File: config.mk
export PLATFORM = sky130hd
export DESIGN_NAME = SaturnGlue
export DESIGN_NICKNAME = d
export VERILOG_FILES = /design/src/rtl/SaturnBusPkg.sv /design/src/rtl/SaturnClockPkg.sv /design/src/rtl/CpuBusIf.sv /design/src/rtl/ClockEnIf.sv /design/src/rtl/ClockEnableGen.sv /design/src/rtl/DebugMonitor.sv /design/src/rtl/SystemBusRouter.sv /design/src/rtl/SaturnGlue.sv
export SDC_FILE = /design/constraint.sdc
export NUM_CORES = 1
export LEC_CHECK = 0
export BUFFER_PORTS_ARGS = -buffer_cell sky130_fd_sc_hd__buf_2
export CAP_MARGIN = 30
export CELL_PAD_IN_SITES_DETAIL_PLACEMENT = 0
export CELL_PAD_IN_SITES_GLOBAL_PLACEMENT = 1
export CORE_MARGIN = 3
export CORE_UTILIZATION = 25
export DETAILED_ROUTE_END_ITERATION = 12
export PLACE_DENSITY_LB_ADDON = 0.1
export REMOVE_ABC_BUFFERS = 1
export SLEW_MARGIN = 10
export SYNTH_ARGS = -nofsm -noshare
export SYNTH_HDL_FRONTEND = slang
export SYNTH_HIERARCHICAL = 1
export SYNTH_SLANG_ARGS = --single-unit
export TNS_END_PERCENT = 50
File: constraint.sdc
create_clock -name CLK -period 1.95 [get_ports CLK]
set_input_delay 0 -clock CLK [delete_from_list [all_inputs] [get_ports CLK]]
set_output_delay 0 -clock CLK [all_outputs]
set_load 0.005 [all_outputs]
File: src/rtl/SaturnBusPkg.sv
package SaturnBusPkg;

	// Main CPU bus
	localparam int CpuAddrWidth = 25;
	localparam int CpuDataWidth = 32;
	localparam int ByteLanes = 4;

	// Slow B-bus shared by the video and sound chips
	localparam int BBusDataWidth = 16;

	// Debug monitor
	localparam int WaitCntWidth = 8;

	// Boot code location watched by the hook flag
	localparam logic [CpuAddrWidth-1:0] HookAddr = 25'h0012B0;

	// Where main-bus read data comes from
	typedef enum logic [1:0] {
		ExtMemory,
		SystemManager,
		BusController
	} readSource_t;

endpackage

File: src/rtl/SaturnClockPkg.sv
package SaturnClockPkg;

	// Rising enables per slow peripheral enable
	localparam int SlowDivide = 7;
	localparam int SlowCntWidth = 3;

	// Break latch states
	typedef enum logic [1:0] {
		Unarmed,
		Running,
		Halted
	} debugState_t;

endpackage

File: src/rtl/CpuBusIf.sv
`timescale 1ns/10ps

interface CpuBusIf import SaturnBusPkg::*; ();

	logic [CpuAddrWidth-1:0] Addr;
	logic RdN;
	logic [ByteLanes-1:0] DqmN;
	logic Cs3N;

	modport source (
		output Addr,
		output RdN,
		output DqmN,
		output Cs3N
	);

	modport observer (
		input Addr,
		input RdN,
		input DqmN,
		input Cs3N
	);

endinterface

File: src/rtl/ClockEnIf.sv
`timescale 1ns/10ps

interface ClockEnIf ();

	logic CeR;
	logic CeF;
	logic SmpcCe;
	logic MasterRstN;

	modport generator (
		output CeR,
		output CeF,
		output SmpcCe,
		output MasterRstN
	);

	// Monitor only samples on the rising enable
	modport consumer (
		input CeR
	);

endinterface

File: src/rtl/ClockEnableGen.sv
`timescale 1ns/10ps

module ClockEnableGen import SaturnClockPkg::*; (
	input logic CLK,
	input logic RST_N,
	input logic CE,
	input logic Pause,
	ClockEnIf.generator Enables
);

	logic masterClk;
	logic [SlowCntWidth-1:0] slowCnt;
	logic smpcCe;
	logic masterRstN;
	logic slowWrap;

	// Master clock phase frozen while paused
	always_ff @(posedge CLK or negedge RST_N) begin
		if (!RST_N) begin
			masterClk <= 1'b0;
		end else if (CE && !Pause) begin
			masterClk <= ~masterClk;
		end
	end

	assign Enables.CeR = masterClk & ~Pause;
	assign Enables.CeF = ~masterClk & ~Pause;

	assign slowWrap = (slowCnt == SlowCntWidth'(SlowDivide - 1));

	// Divide the rising enable by seven for the system manager
	always_ff @(posedge CLK or negedge RST_N) begin
		if (!RST_N) begin
			slowCnt <= '0;
			smpcCe <= 1'b0;
		end else begin
			smpcCe <= 1'b0;
			if (Enables.CeR) begin
				if (slowWrap) begin
					slowCnt <= '0;
					smpcCe <= 1'b1;
				end else begin
					slowCnt <= slowCnt + 1'b1;
				end
			end
		end
	end

	// Release master reset once the slow enable has ticked
	always_ff @(posedge CLK or negedge RST_N) begin
		if (!RST_N) begin
			masterRstN <= 1'b0;
		end else if (smpcCe) begin
			masterRstN <= 1'b1;
		end
	end

	assign Enables.SmpcCe = smpcCe;
	assign Enables.MasterRstN = masterRstN;

	CeAlternate: assert property (
		@(posedge CLK) disable iff (!RST_N)
		Enables.CeR && CE |=> Enables.CeF || Pause
	);

	SmpcCeSingle: assert property (
		@(posedge CLK) disable iff (!RST_N)
		smpcCe |=> !smpcCe
	);

endmodule

File: src/rtl/DebugMonitor.sv
`timescale 1ns/10ps

module DebugMonitor import SaturnBusPkg::*, SaturnClockPkg::*; (
	input logic CLK,
	input logic RST_N,
	input logic DbgPause,
	input logic DbgBreak,
	input logic DbgRun,
	input logic Vdp1Start,
	input logic Vdp1CmdEnd,
	CpuBusIf.observer Bus,
	ClockEnIf.consumer Enables,
	output logic Pause,
	output logic [WaitCntWidth-1:0] DbgWaitCnt,
	output logic DbgHook
);

	debugState_t state;
	debugState_t nextState;
	debugState_t breakState;
	logic busActive;
	logic hookHit;

	// Where a video command event sends the latch
	assign breakState = DbgBreak ? Halted : Running;

	always_comb begin
		nextState = state;
		if (Vdp1Start) begin
			nextState = breakState;
		end else if (Vdp1CmdEnd && state != Unarmed) begin
			nextState = breakState;
		end else if (DbgRun && state == Halted) begin
			nextState = Running;
		end
	end

	always_ff @(posedge CLK or negedge RST_N) begin
		if (!RST_N) begin
			state <= Unarmed;
		end else begin
			state <= nextState;
		end
	end

	assign Pause = DbgPause | (state == Halted);

	// Any read or lane write counts as bus activity
	assign busActive = !Bus.RdN || !(&Bus.DqmN);
	assign hookHit = (Bus.Addr == HookAddr) && !Bus.RdN && !Bus.Cs3N;

	always_ff @(posedge CLK or negedge RST_N) begin
		if (!RST_N) begin
			DbgWaitCnt <= '0;
			DbgHook <= 1'b0;
		end else if (Enables.CeR) begin
			if (busActive) begin
				DbgWaitCnt <= '0;
			end else begin
				DbgWaitCnt <= DbgWaitCnt + 1'b1;
			end
			// Sticky until reset
			if (hookHit) begin
				DbgHook <= 1'b1;
			end
		end
	end

	HaltStopsCeR: assert property (
		@(posedge CLK) disable iff (!RST_N)
		(state == Halted) |-> !Enables.CeR
	);

endmodule

File: src/rtl/SystemBusRouter.sv
`timescale 1ns/10ps

module SystemBusRouter import SaturnBusPkg::*; (
	CpuBusIf.observer Bus,
	input logic DramCeN,
	input logic RomCeN,
	input logic SramCeN,
	input logic SmpcCeN,
	input logic [CpuDataWidth-1:0] MemDi,
	input logic [7:0] SmpcDo,
	input logic [CpuDataWidth-1:0] ScuDo,
	input logic ScuWaitN,
	input logic MemWaitN,
	input logic BCs1N,
	input logic BCs2N,
	input logic BCsSN,
	input logic [BBusDataWidth-1:0] Vdp1Do,
	input logic [BBusDataWidth-1:0] Vdp2Do,
	input logic [BBusDataWidth-1:0] ScspDo,
	output logic [CpuDataWidth-1:0] CpuDi,
	output logic CpuWaitN,
	output logic [BBusDataWidth-1:0] BDi
);

	readSource_t source;
	logic extSel;

	// High RAM, low RAM, boot ROM or backup RAM
	assign extSel = !Bus.Cs3N || !DramCeN || !RomCeN || !SramCeN;

	always_comb begin
		if (extSel) begin
			source = ExtMemory;
		end else if (!SmpcCeN) begin
			source = SystemManager;
		end else begin
			source = BusController;
		end
	end

	always_comb begin
		case (source)
			ExtMemory: CpuDi = MemDi;
			SystemManager: CpuDi = {ByteLanes{SmpcDo}};
			default: CpuDi = ScuDo;
		endcase
	end

	// Memory wait only matters while memory is selected
	assign CpuWaitN = ScuWaitN & (MemWaitN | (source != ExtMemory));

	always_comb begin
		if (!BCs1N) begin
			BDi = Vdp1Do;
		end else if (!BCs2N) begin
			BDi = Vdp2Do;
		end else if (!BCsSN) begin
			BDi = ScspDo;
		end else begin
			BDi = '0;
		end
	end

endmodule

File: src/rtl/SaturnGlue.sv
`timescale 1ns/10ps

module SaturnGlue import SaturnBusPkg::*; (
	input logic CLK,
	input logic RST_N,
	input logic CE,

	input logic DbgPause,
	input logic DbgBreak,
	input logic DbgRun,
	input logic Vdp1Start,
	input logic Vdp1CmdEnd,

	input logic [CpuAddrWidth-1:0] CpuA,
	input logic CpuRdN,
	input logic [ByteLanes-1:0] CpuDqmN,
	input logic CpuCs3N,
	input logic DramCeN,
	input logic RomCeN,
	input logic SramCeN,
	input logic SmpcCeN,
	input logic [CpuDataWidth-1:0] MemDi,
	input logic [7:0] SmpcDo,
	input logic [CpuDataWidth-1:0] ScuDo,
	input logic ScuWaitN,
	input logic MemWaitN,

	input logic BCs1N,
	input logic BCs2N,
	input logic BCsSN,
	input logic [BBusDataWidth-1:0] Vdp1Do,
	input logic [BBusDataWidth-1:0] Vdp2Do,
	input logic [BBusDataWidth-1:0] ScspDo,

	output logic CeR,
	output logic CeF,
	output logic SmpcCe,
	output logic MasterRstN,
	output logic [CpuDataWidth-1:0] CpuDi,
	output logic CpuWaitN,
	output logic [BBusDataWidth-1:0] BDi,
	output logic [WaitCntWidth-1:0] DbgWaitCnt,
	output logic DbgHook
);

	logic pause;

	CpuBusIf cpuBus ();
	ClockEnIf clkEn ();

	assign cpuBus.Addr = CpuA;
	assign cpuBus.RdN = CpuRdN;
	assign cpuBus.DqmN = CpuDqmN;
	assign cpuBus.Cs3N = CpuCs3N;

	assign CeR = clkEn.CeR;
	assign CeF = clkEn.CeF;
	assign SmpcCe = clkEn.SmpcCe;
	assign MasterRstN = clkEn.MasterRstN;

	ClockEnableGen clockGen (
		.CLK(CLK),
		.RST_N(RST_N),
		.CE(CE),
		.Pause(pause),
		.Enables(clkEn)
	);

	DebugMonitor monitor (
		.CLK(CLK),
		.RST_N(RST_N),
		.DbgPause(DbgPause),
		.DbgBreak(DbgBreak),
		.DbgRun(DbgRun),
		.Vdp1Start(Vdp1Start),
		.Vdp1CmdEnd(Vdp1CmdEnd),
		.Bus(cpuBus),
		.Enables(clkEn),
		.Pause(pause),
		.DbgWaitCnt(DbgWaitCnt),
		.DbgHook(DbgHook)
	);

	SystemBusRouter router (
		.Bus(cpuBus),
		.DramCeN(DramCeN),
		.RomCeN(RomCeN),
		.SramCeN(SramCeN),
		.SmpcCeN(SmpcCeN),
		.MemDi(MemDi),
		.SmpcDo(SmpcDo),
		.ScuDo(ScuDo),
		.ScuWaitN(ScuWaitN),
		.MemWaitN(MemWaitN),
		.BCs1N(BCs1N),
		.BCs2N(BCs2N),
		.BCsSN(BCsSN),
		.Vdp1Do(Vdp1Do),
		.Vdp2Do(Vdp2Do),
		.ScspDo(ScspDo),
		.CpuDi(CpuDi),
		.CpuWaitN(CpuWaitN),
		.BDi(BDi)
	);

endmodule

==> out/metrics.csv, run 1 <==
stage,metric,value,unit
status,status,completed,
place,portBuffers,229,
global_routing,via_count_of_the_first_global_routing_pass,2633,
synth,dominantRegCellSynth,dfrtp_1,
final_layout,design_area,3690,um2
clock_tree,clock_sink_total,17,
final_layout,flow.area_growth_from_synthesis,53.6,%
setup_path,end_kind,register,
floorplan,die_area,10800,um2
place,post-dp-hpwl,7240,um
power_and_ir_drop,ir_drop,0.000549,V
synth,edff_count_synth,0,
setup_path,cp_slowest_stage_delay,380,ps
sta,worst_setup_slack_final,238,ps
clock_tree,post_cts_resized,0,
final_layout,number_of_diodes_added_for_antenna_fixing,0,
place,dp_worst_setup_slack,250,ps
synth,average_cell_area_after_synthesis,10.0,um2
global_routing,grt_antenna_before_repair,0,
clock_tree,clock_tree.htree_level_count,1,
route,first_pass_iters,4,
route,route.detailed.drc,0,
route,avgRoutedWirePerCell,14.6,um
route,detailroute.via_count,2679,
synth,post-synth-top-area-fraction,38.1,%
setup_path,criticalPathCategory,register to register,
global_routing,met1_usage,17.8,%
global_routing,grt_usage,14.9,%
final_layout,nNetsFinal,631,
global_routing,grt_start_max_net_pins,34,
clock_tree,clkTransAtPathRegs,70,ps
clock_tree,cts_inserted_buffers,3,
sta,setup_repair_after_global_routing_missed_its_margin,no,
sta,hold_violations,0,
place,place_area,3630,um2
setup_path,crit_path_max_fanout,9,
setup_path,cp_cell_sequence,inv_1 -> a21o_1 -> and2b_4 -> nand4_1 -> or3_1 -> a22oi_1,
place,place_congestion,0.808,
sta,achievable-frequency,584,MHz
synth,synth_commonest_cells,"mux2_4 (61), nor2_1 (20), nand2b_1 (19)",
final_layout,drive_above_1_share,66.6,%
clock_tree,insertion_delay,250,ps
route,first_iter_violations,106,
global_routing,busiest_layer,met2,
clock_tree,clock_tree_from_tritoncts,done,
synth,async_flop_share,100,%
synth,yosysSeqAreaShare,17.7,%
synth,netlist_area,2410,um2
synth,yosys.cell_types.count,48,
setup_path,cp.arrival,1880,ps
sta,clock_tree_skew_after_final_layout,2.02,ps
route,vias_per_cell,4.54,
final_layout,filler_cell_count,993,
floorplan,die-height,104,um
setup_path,timing.critical_path.buf_inv,1,
job,max-cap-violations,0,
floorplan,initial_standard_cell_utilization_of_the_core,25.9,%
global_routing,gr-usage-met3,3.29,%
floorplan,placement_rows,35,
setup_path,critPathSlowestCell,dfrtp_1,
global_routing,gr_layer_usage_met2,27.6,%
route,drt_wl_total,8610,um
clock_tree,clock_path_buffers,2,
sta,final.min_clock_period,1710,ps
global_routing,grt_first_pass_wirelength,13600,um
power_and_ir_drop,power_leakage,1.97,nW
global_routing,overflow_left_after_global_routing,0,
sta,setup-violations-final,0,
synth,synthCells,240,
synth,yosys_warnings,6,
sta,maxSlewViolCount,0,
setup_path,cp-start-kind,register,
sta,transition_at_the_pin_with_the_smallest_max_transition_slack,524,ps
route,ant_nets,0,
clock_tree,clock_tree.root_cell,clkbuf_8,
sta,timing.slew.headroom,65.1,%
clock_tree,cts_setup_buffers,0,
floorplan,io_pins,230,
synth,yosys_register_bits,17,
min_path,hp-class,primary input to register,
floorplan,floorplan.core_area,9280,um2
synth,yosys_top_cell_by_area,mux2_4,
setup_path,critical_path_required,2120,ps
synth,yosys.cell_count.top_type,mux2_4,
power_and_ir_drop,power_per_cell_area,398,nW/um2
floorplan,dieWidth,104,um
synth,synth.top_cells.by_area,"mux2_4 (38%), dfrtp_1 (18%), nand3b_1 (5.3%)",
sta,final_tns_setup,0,ps
setup_path,path_delay_family,simple AND/OR/NAND/NOR gates,
sta,fin_hold_ws,22.4,ps
sta,finalCritPeriodShare,87.8,%
==> worst reg2reg max path, delay by kind of cell (launching register included) <==
family / cells / cell delay, ps
AND/OR/NAND/NOR: 3 / 840
flip-flops: 1 / 380
buffers and inverters: 1 / 50
AO/OA/AOI/OAI: 2 / 360
==> through the flow <==
stage                     util [%]  cells  total power [mW]
after floorplan                  -    223             0.850
after global placement        39.1    584              1.22
after detailed placement      39.1    584              1.23
after CTS                     39.8    590              1.50
after global routing          39.8    590              1.59
final                         39.8    590              1.47
==> where the power goes <==
| group | total (mW) | switching, mW | leakage [nW] | internal, mW |
|---|---|---|---|---|
| registers | 0.477 | 0.0660 | 0.224 | 0.411 |
| logic | 0.735 | 0.277 | 1.72 | 0.458 |
| clock network | 0.260 | 0.119 | 0.0255 | 0.142 |
==> repair_timing <==
action,CTS,global route
hold buffers,2,0
setup endpoints to repair,0,0
hold endpoints to repair,18,0
==> cell usage in the layout (no fill, tap or decap), drive strengths merged, types with 3 or more instances in the layout <==
master,n
buf,232
o21ai,5
a31oi,16
nor2,20
nand3,8
nand4,3
inv,3
nand2b,19
nand2,7
nor4,3
mux2,65
a21oi,5
nor4b,3
nand3b,17
dfrtp,17
and3,4
clkbuf,3
==> layer usage <==
| metal | part of all wire (%) | wire length, um | vias to the layer above |
|---|---|---|---|
| li1 | - | - | 1338 |
| met1 | 39 | 3330 | 1205 |
| met2 | 52 | 4450 | 126 |
| met3 | 8.2 | 706 | 10 |
| met4 | 1.3 | 115 | 0 |
| met5 | 0 | 0 | - |
==> logic make-up (layout without fill, tap and decap cells) <==
group	Yosys count	in the layout	share of synthesized area, %
AND/OR/NAND/NOR	96	96	24.1
multiplexers	67	67	40.8
AO/OA/AOI/OAI	37	37	10.2
buffers and inverters	20	241	6.03
flip-flops	17	17	17.7
XOR/XNOR	2	2	0.728
adder cells (fa/ha/maj)	1	1	0.520
==> path summary, 6_finish.rpt <==
check,startpoint,to,slack [ps],cells after the start
worst max-delay path,monitor/state[0]$_DFFE_PN0P_,monitor/DbgWaitCnt[6]$_DFFE_PN0P_,240,6
worst min-delay path,CE,clockGen/masterClk$_DFFE_PN0P_,20,3
worst max register to register,monitor/state[0]$_DFFE_PN0P_,monitor/DbgWaitCnt[6]$_DFFE_PN0P_,240,6
worst min register to register,clockGen/Enables.SmpcCe$_DFF_PN0_,clockGen/Enables.MasterRstN$_DFFE_PN0P_,460,1
max in group asynchronous,RST_N,monitor/DbgWaitCnt[7]$_DFFE_PN0P_,1490,2
min in group asynchronous,RST_N,clockGen/slowCnt[2]$_DFFE_PN0P_,190,2
==> sequential cells by signal, indices dropped and copies added (netlist names) <==
name and count:
monitor/state 2, monitor/DbgHook 1, monitor/DbgWaitCnt 8, clockGen/masterClk 1
clockGen/Enables.MasterRstN 1, clockGen/Enables.SmpcCe 1, clockGen/slowCnt 3
==> final cells by class <==
type	instances	area [um2]	share of cell area [%]
timing repair buffer	234	1210	32.8
clock inverter	1	5.00	0.135
clock buffer	3	41.3	1.12
sequential	17	425	11.5
tap	129	161	4.37
multi-input combinational	203	1840	49.7
inverter	3	11.3	0.305
No activity file was read; power rests on OpenSTA's default activity.
==> run 2, diff against run 1 <==
--- a/config.mk
+++ b/config.mk
@@ -5,12 +5,14 @@
 export SDC_FILE = /design/constraint.sdc
 export NUM_CORES = 1
 export LEC_CHECK = 0
+export ABC_AREA = 1
+export ABC_CLOCK_PERIOD_IN_PS = 1940
 export BUFFER_PORTS_ARGS = -buffer_cell sky130_fd_sc_hd__buf_2
 export CAP_MARGIN = 30
 export CELL_PAD_IN_SITES_DETAIL_PLACEMENT = 0
 export CELL_PAD_IN_SITES_GLOBAL_PLACEMENT = 1
 export CORE_MARGIN = 3
-export CORE_UTILIZATION = 25
+export CORE_UTILIZATION = 20
 export DETAILED_ROUTE_END_ITERATION = 12
 export PLACE_DENSITY_LB_ADDON = 0.1
 export REMOVE_ABC_BUFFERS = 1
==> constraint.sdc (replaced) <==
create_clock -name CLK -period 1.94 [get_ports CLK]
set_input_delay 0 -clock CLK [delete_from_list [all_inputs] [get_ports CLK]]
set_output_delay 0 -clock CLK [all_outputs]
set_load 0.005 [all_outputs]
==> run 2 against run 1 <==
Effect of this change: cell count rose by 18%; flip-flop and latch count is the same; non-clock buffer count rose by 1.
==> out/metrics.csv, run 2 <==
stage,metric,value,unit
status,status,completed,
clock_tree,clock_path_buffers,2,
global_routing,grt_start_max_net_pins,42,
power_and_ir_drop,seq_power_share,33.8,%
final_layout,reg.largest.list,"monitor/DbgWaitCnt x8, clockGen/slowCnt x3, monitor/state x2",
floorplan,placement_rows,35,
setup_path,timing.rr.end,monitor/DbgWaitCnt[7]$_DFFE_PN0P_,
synth,netlist_area,1990,um2
clock_tree,clock_sink_total,17,
final_layout,registers.top_by_ff_count,monitor/DbgWaitCnt,
sta,maxSlewViolCount,0,
setup_path,cp_slowest_stage_delay,390,ps
setup_path,cp-start-kind,register,
route,vias_per_cell,4.36,
setup_path,cp_cell_sequence,inv_1 -> o21bai_1 -> nor2_4 -> inv_2 -> nor2_4 -> nand3_2 -> nand2_1 -> nand2_1 -> nor2_1,
route,drt_wl_total,9170,um
route,route.detailed.drc,0,
synth,async_flop_share,100,%
setup_path,crit-reg2reg-launch,monitor/state[1]$_DFFE_PN0P_,
floorplan,floorplan.core_area,9460,um2
setup_path,critPathSlowestCell,dfrtp_1,
sta,clock_tree_skew_after_final_layout,1.56,ps
final_layout,layout.cells.most_common,buf_2,
sta,timing.slew.headroom,67.4,%
sta,hold_violations,0,
floorplan,dieWidth,106,um
power_and_ir_drop,switching_share,36.8,%
sta,worst_setup_slack_final,443,ps
final_layout,layout.cells.most_common_list,"buf_2 (229), nand3_1 (91), nand2_1 (75)",
clock_tree,cts_inserted_buffers,3,
job,max-cap-violations,0,
floorplan,io_pins,230,
setup_path,timing.critical_path.buf_inv,2,
route,ant_nets,0,
power_and_ir_drop,ir_drop,0.000236,V
power_and_ir_drop,power_leakage,1.91,nW
final_layout,drive_above_1_share,45.1,%
place,place_area,3210,um2
power_and_ir_drop,post_layout_power,1.38,mW
final_layout,filler_cell_count,1107,
floorplan,die_area,11200,um2
synth,synth_commonest_cells,"nand3_1 (91), nand2_1 (75), nor2_1 (39)",
synth,synthCells,345,
setup_path,crit_path_max_fanout,12,
synth,synth.top_cells.by_area,"nand3_1 (23%), dfrtp_1 (21%), nand2_1 (14%)",
setup_path,end_kind,register,
setup_path,worstSetupStartpoint,monitor/state[1]$_DFFE_PN0P_,
synth,edff_count_synth,0,
setup_path,criticalPathCategory,register to register,
sta,setup_repair_after_global_routing_missed_its_margin,no,
final_layout,number_of_diodes_added_for_antenna_fixing,0,
place,dp_worst_setup_slack,440,ps
power_and_ir_drop,total_switching_power,508,uW
setup_path,r2r_cells,9,
clock_tree,post_cts_resized,0,
min_path,hp-class,primary input to register,
clock_tree,clkTransAtPathRegs,60,ps
synth,post-synth-top-area-fraction,22.9,%
setup_path,path_delay_family,simple AND/OR/NAND/NOR gates,
power_and_ir_drop,combinational_fraction_of_design_power,47.3,%
place,place_congestion,0.811,
min_path,worst_hold_startpoint,CE,
synth,yosys.cell_types.count,23,
synth,yosys_warnings,6,
synth,average_cell_area_after_synthesis,5.76,um2
setup_path,setup.reg_to_reg.worst_slack,440,ps
floorplan,die-height,106,um
sta,achievable-frequency,668,MHz
place,portBuffers,229,
global_routing,grt_antenna_before_repair,0,
route,first_pass_iters,6,
clock_tree,clock_tree_from_tritoncts,done,
sta,final.min_clock_period,1500,ps
power_and_ir_drop,internal_power,872,uW
route,first_iter_violations,146,
final_layout,flow.area_growth_from_synthesis,65.0,%
place,post-dp-hpwl,7690,um
synth,yosys.cell_count.top_type,nand3_1,
sta,final_tns_setup,0,ps
global_routing,grt_usage,15.1,%
synth,yosys_register_bits,17,
setup_path,cp.arrival,1680,ps
synth,yosysSeqAreaShare,21.4,%
min_path,holdPathEnd,clockGen/masterClk$_DFFE_PN0P_,
power_and_ir_drop,power_per_cell_area,421,nW/um2
synth,dominantRegCellSynth,dfrtp_1,
min_path,hold_depth,3,
final_layout,nNetsFinal,736,
global_routing,overflow_left_after_global_routing,0,
route,avgRoutedWirePerCell,13.2,um
floorplan,initial_standard_cell_utilization_of_the_core,21.0,%
final_layout,design_area,3280,um2
sta,finalCritPeriodShare,77.2,%
final_layout,largest_register_ffs,8,
global_routing,grt_first_pass_wirelength,14000,um
global_routing,via_count_of_the_first_global_routing_pass,2890,
setup_path,critical_path_required,2120,ps
sta,transition_at_the_pin_with_the_smallest_max_transition_slack,489,ps
sta,setup-violations-final,0,
clock_tree,clock_tree.root_cell,clkbuf_8,
power_and_ir_drop,power.clock.fraction,19.0,%
clock_tree,insertion_delay,250,ps
route,detailroute.via_count,3030,
clock_tree,clock_tree.htree_level_count,1,
synth,yosys_top_cell_by_area,nand3_1,
-- run 2: cell types whose count changed after synthesis, sizes merged, moves of 4 or more --
cell	previous run	this run
nand3	8	99
clkbuf	8	0
and3	4	0
nand2	7	75
inv	3	39
nor2	20	43
a21oi	5	35
nand3b	17	2
buf	9	18
mux2	65	0
nand2b	19	0
a31oi	16	0
-- run 2: how the worst max path moves through the flow --
stage                                                    to  slack, ps  cells past startpoint
after floorplan           monitor/DbgWaitCnt[7]$_DFFE_PN0P_        600                      8
after global placement    monitor/DbgWaitCnt[7]$_DFFE_PN0P_        470                      9
after detailed placement  monitor/DbgWaitCnt[7]$_DFFE_PN0P_        440                      9
after CTS                 monitor/DbgWaitCnt[7]$_DFFE_PN0P_        420                      9
after global routing      monitor/DbgWaitCnt[7]$_DFFE_PN0P_        200                      9
final                     monitor/DbgWaitCnt[7]$_DFFE_PN0P_        440                      9
-- run 2: metal layers --
| metal | track usage [%] | vias to the layer above | wire length [um] |
|---|---|---|---|
| li1 | - | 1580 | - |
| met1 | 17.8 | 1305 | 3680 |
| met2 | 28.1 | 135 | 4690 |
| met3 | 3.18 | 10 | 664 |
| met4 | 2.96 | 0 | 136 |
| met5 | 0 | - | 0 |
-- run 2: through the flow --
step | instances | util, % | hold slack [ps]
4_1_cts | 695 | 34.7 | 10.4
5_1_grt | 695 | 34.7 | 13.8
6_report | 695 | 34.7 | 15.9
3_5_place_dp | 689 | 34.0 | -41.6
2_1_floorplan | 327 | - | -296
3_3_place_gp | 689 | 34.0 | -40.2
-- run 2: cell type report --
cell class | count | area (um2) | area share [%]
repair buffers | 235 | 1200 | 36.5
multi-input cells | 271 | 1300 | 39.8
clock buffers | 4 | 45.0 | 1.37
well taps | 129 | 161 | 4.92
flip-flops and latches | 17 | 425 | 13.0
inverters | 39 | 146 | 4.47
-- run 2: power by group through the flow --
stage,registers (mW),clock network (mW),logic (mW)
after floorplan,0.465,0,0.300
after global placement,0.471,0,0.655
after detailed placement,0.473,0,0.657
after CTS,0.466,0.278,0.663
after global routing,0.476,0.293,0.736
final,0.466,0.262,0.652
-- run 2: worst register-to-register path: cells and delay by family (launching register included) --
family / cells / cell delay [ps]
flops: 1 / 390
buf+inv: 2 / 200
compound gates: 1 / 130
simple gates: 6 / 720
-- run 2: logic make-up after synthesis --
kind of cell	after synthesis	synth area share, %
adders and majority gates	1	0.630
and+or+nand+nor	226	53.3
buffers and inverters	57	13.0
xor gates and xnor gates	1	0.441
AOI/OAI and AO/OA	43	11.2
DFF	17	21.4
-- run 2: timing repair --
action	4_1_cts	5_1_grt
endpoints found under the setup margin	0	0
setup buffers	0	0
hold buffers	2	0
endpoints found under the hold margin	18	0
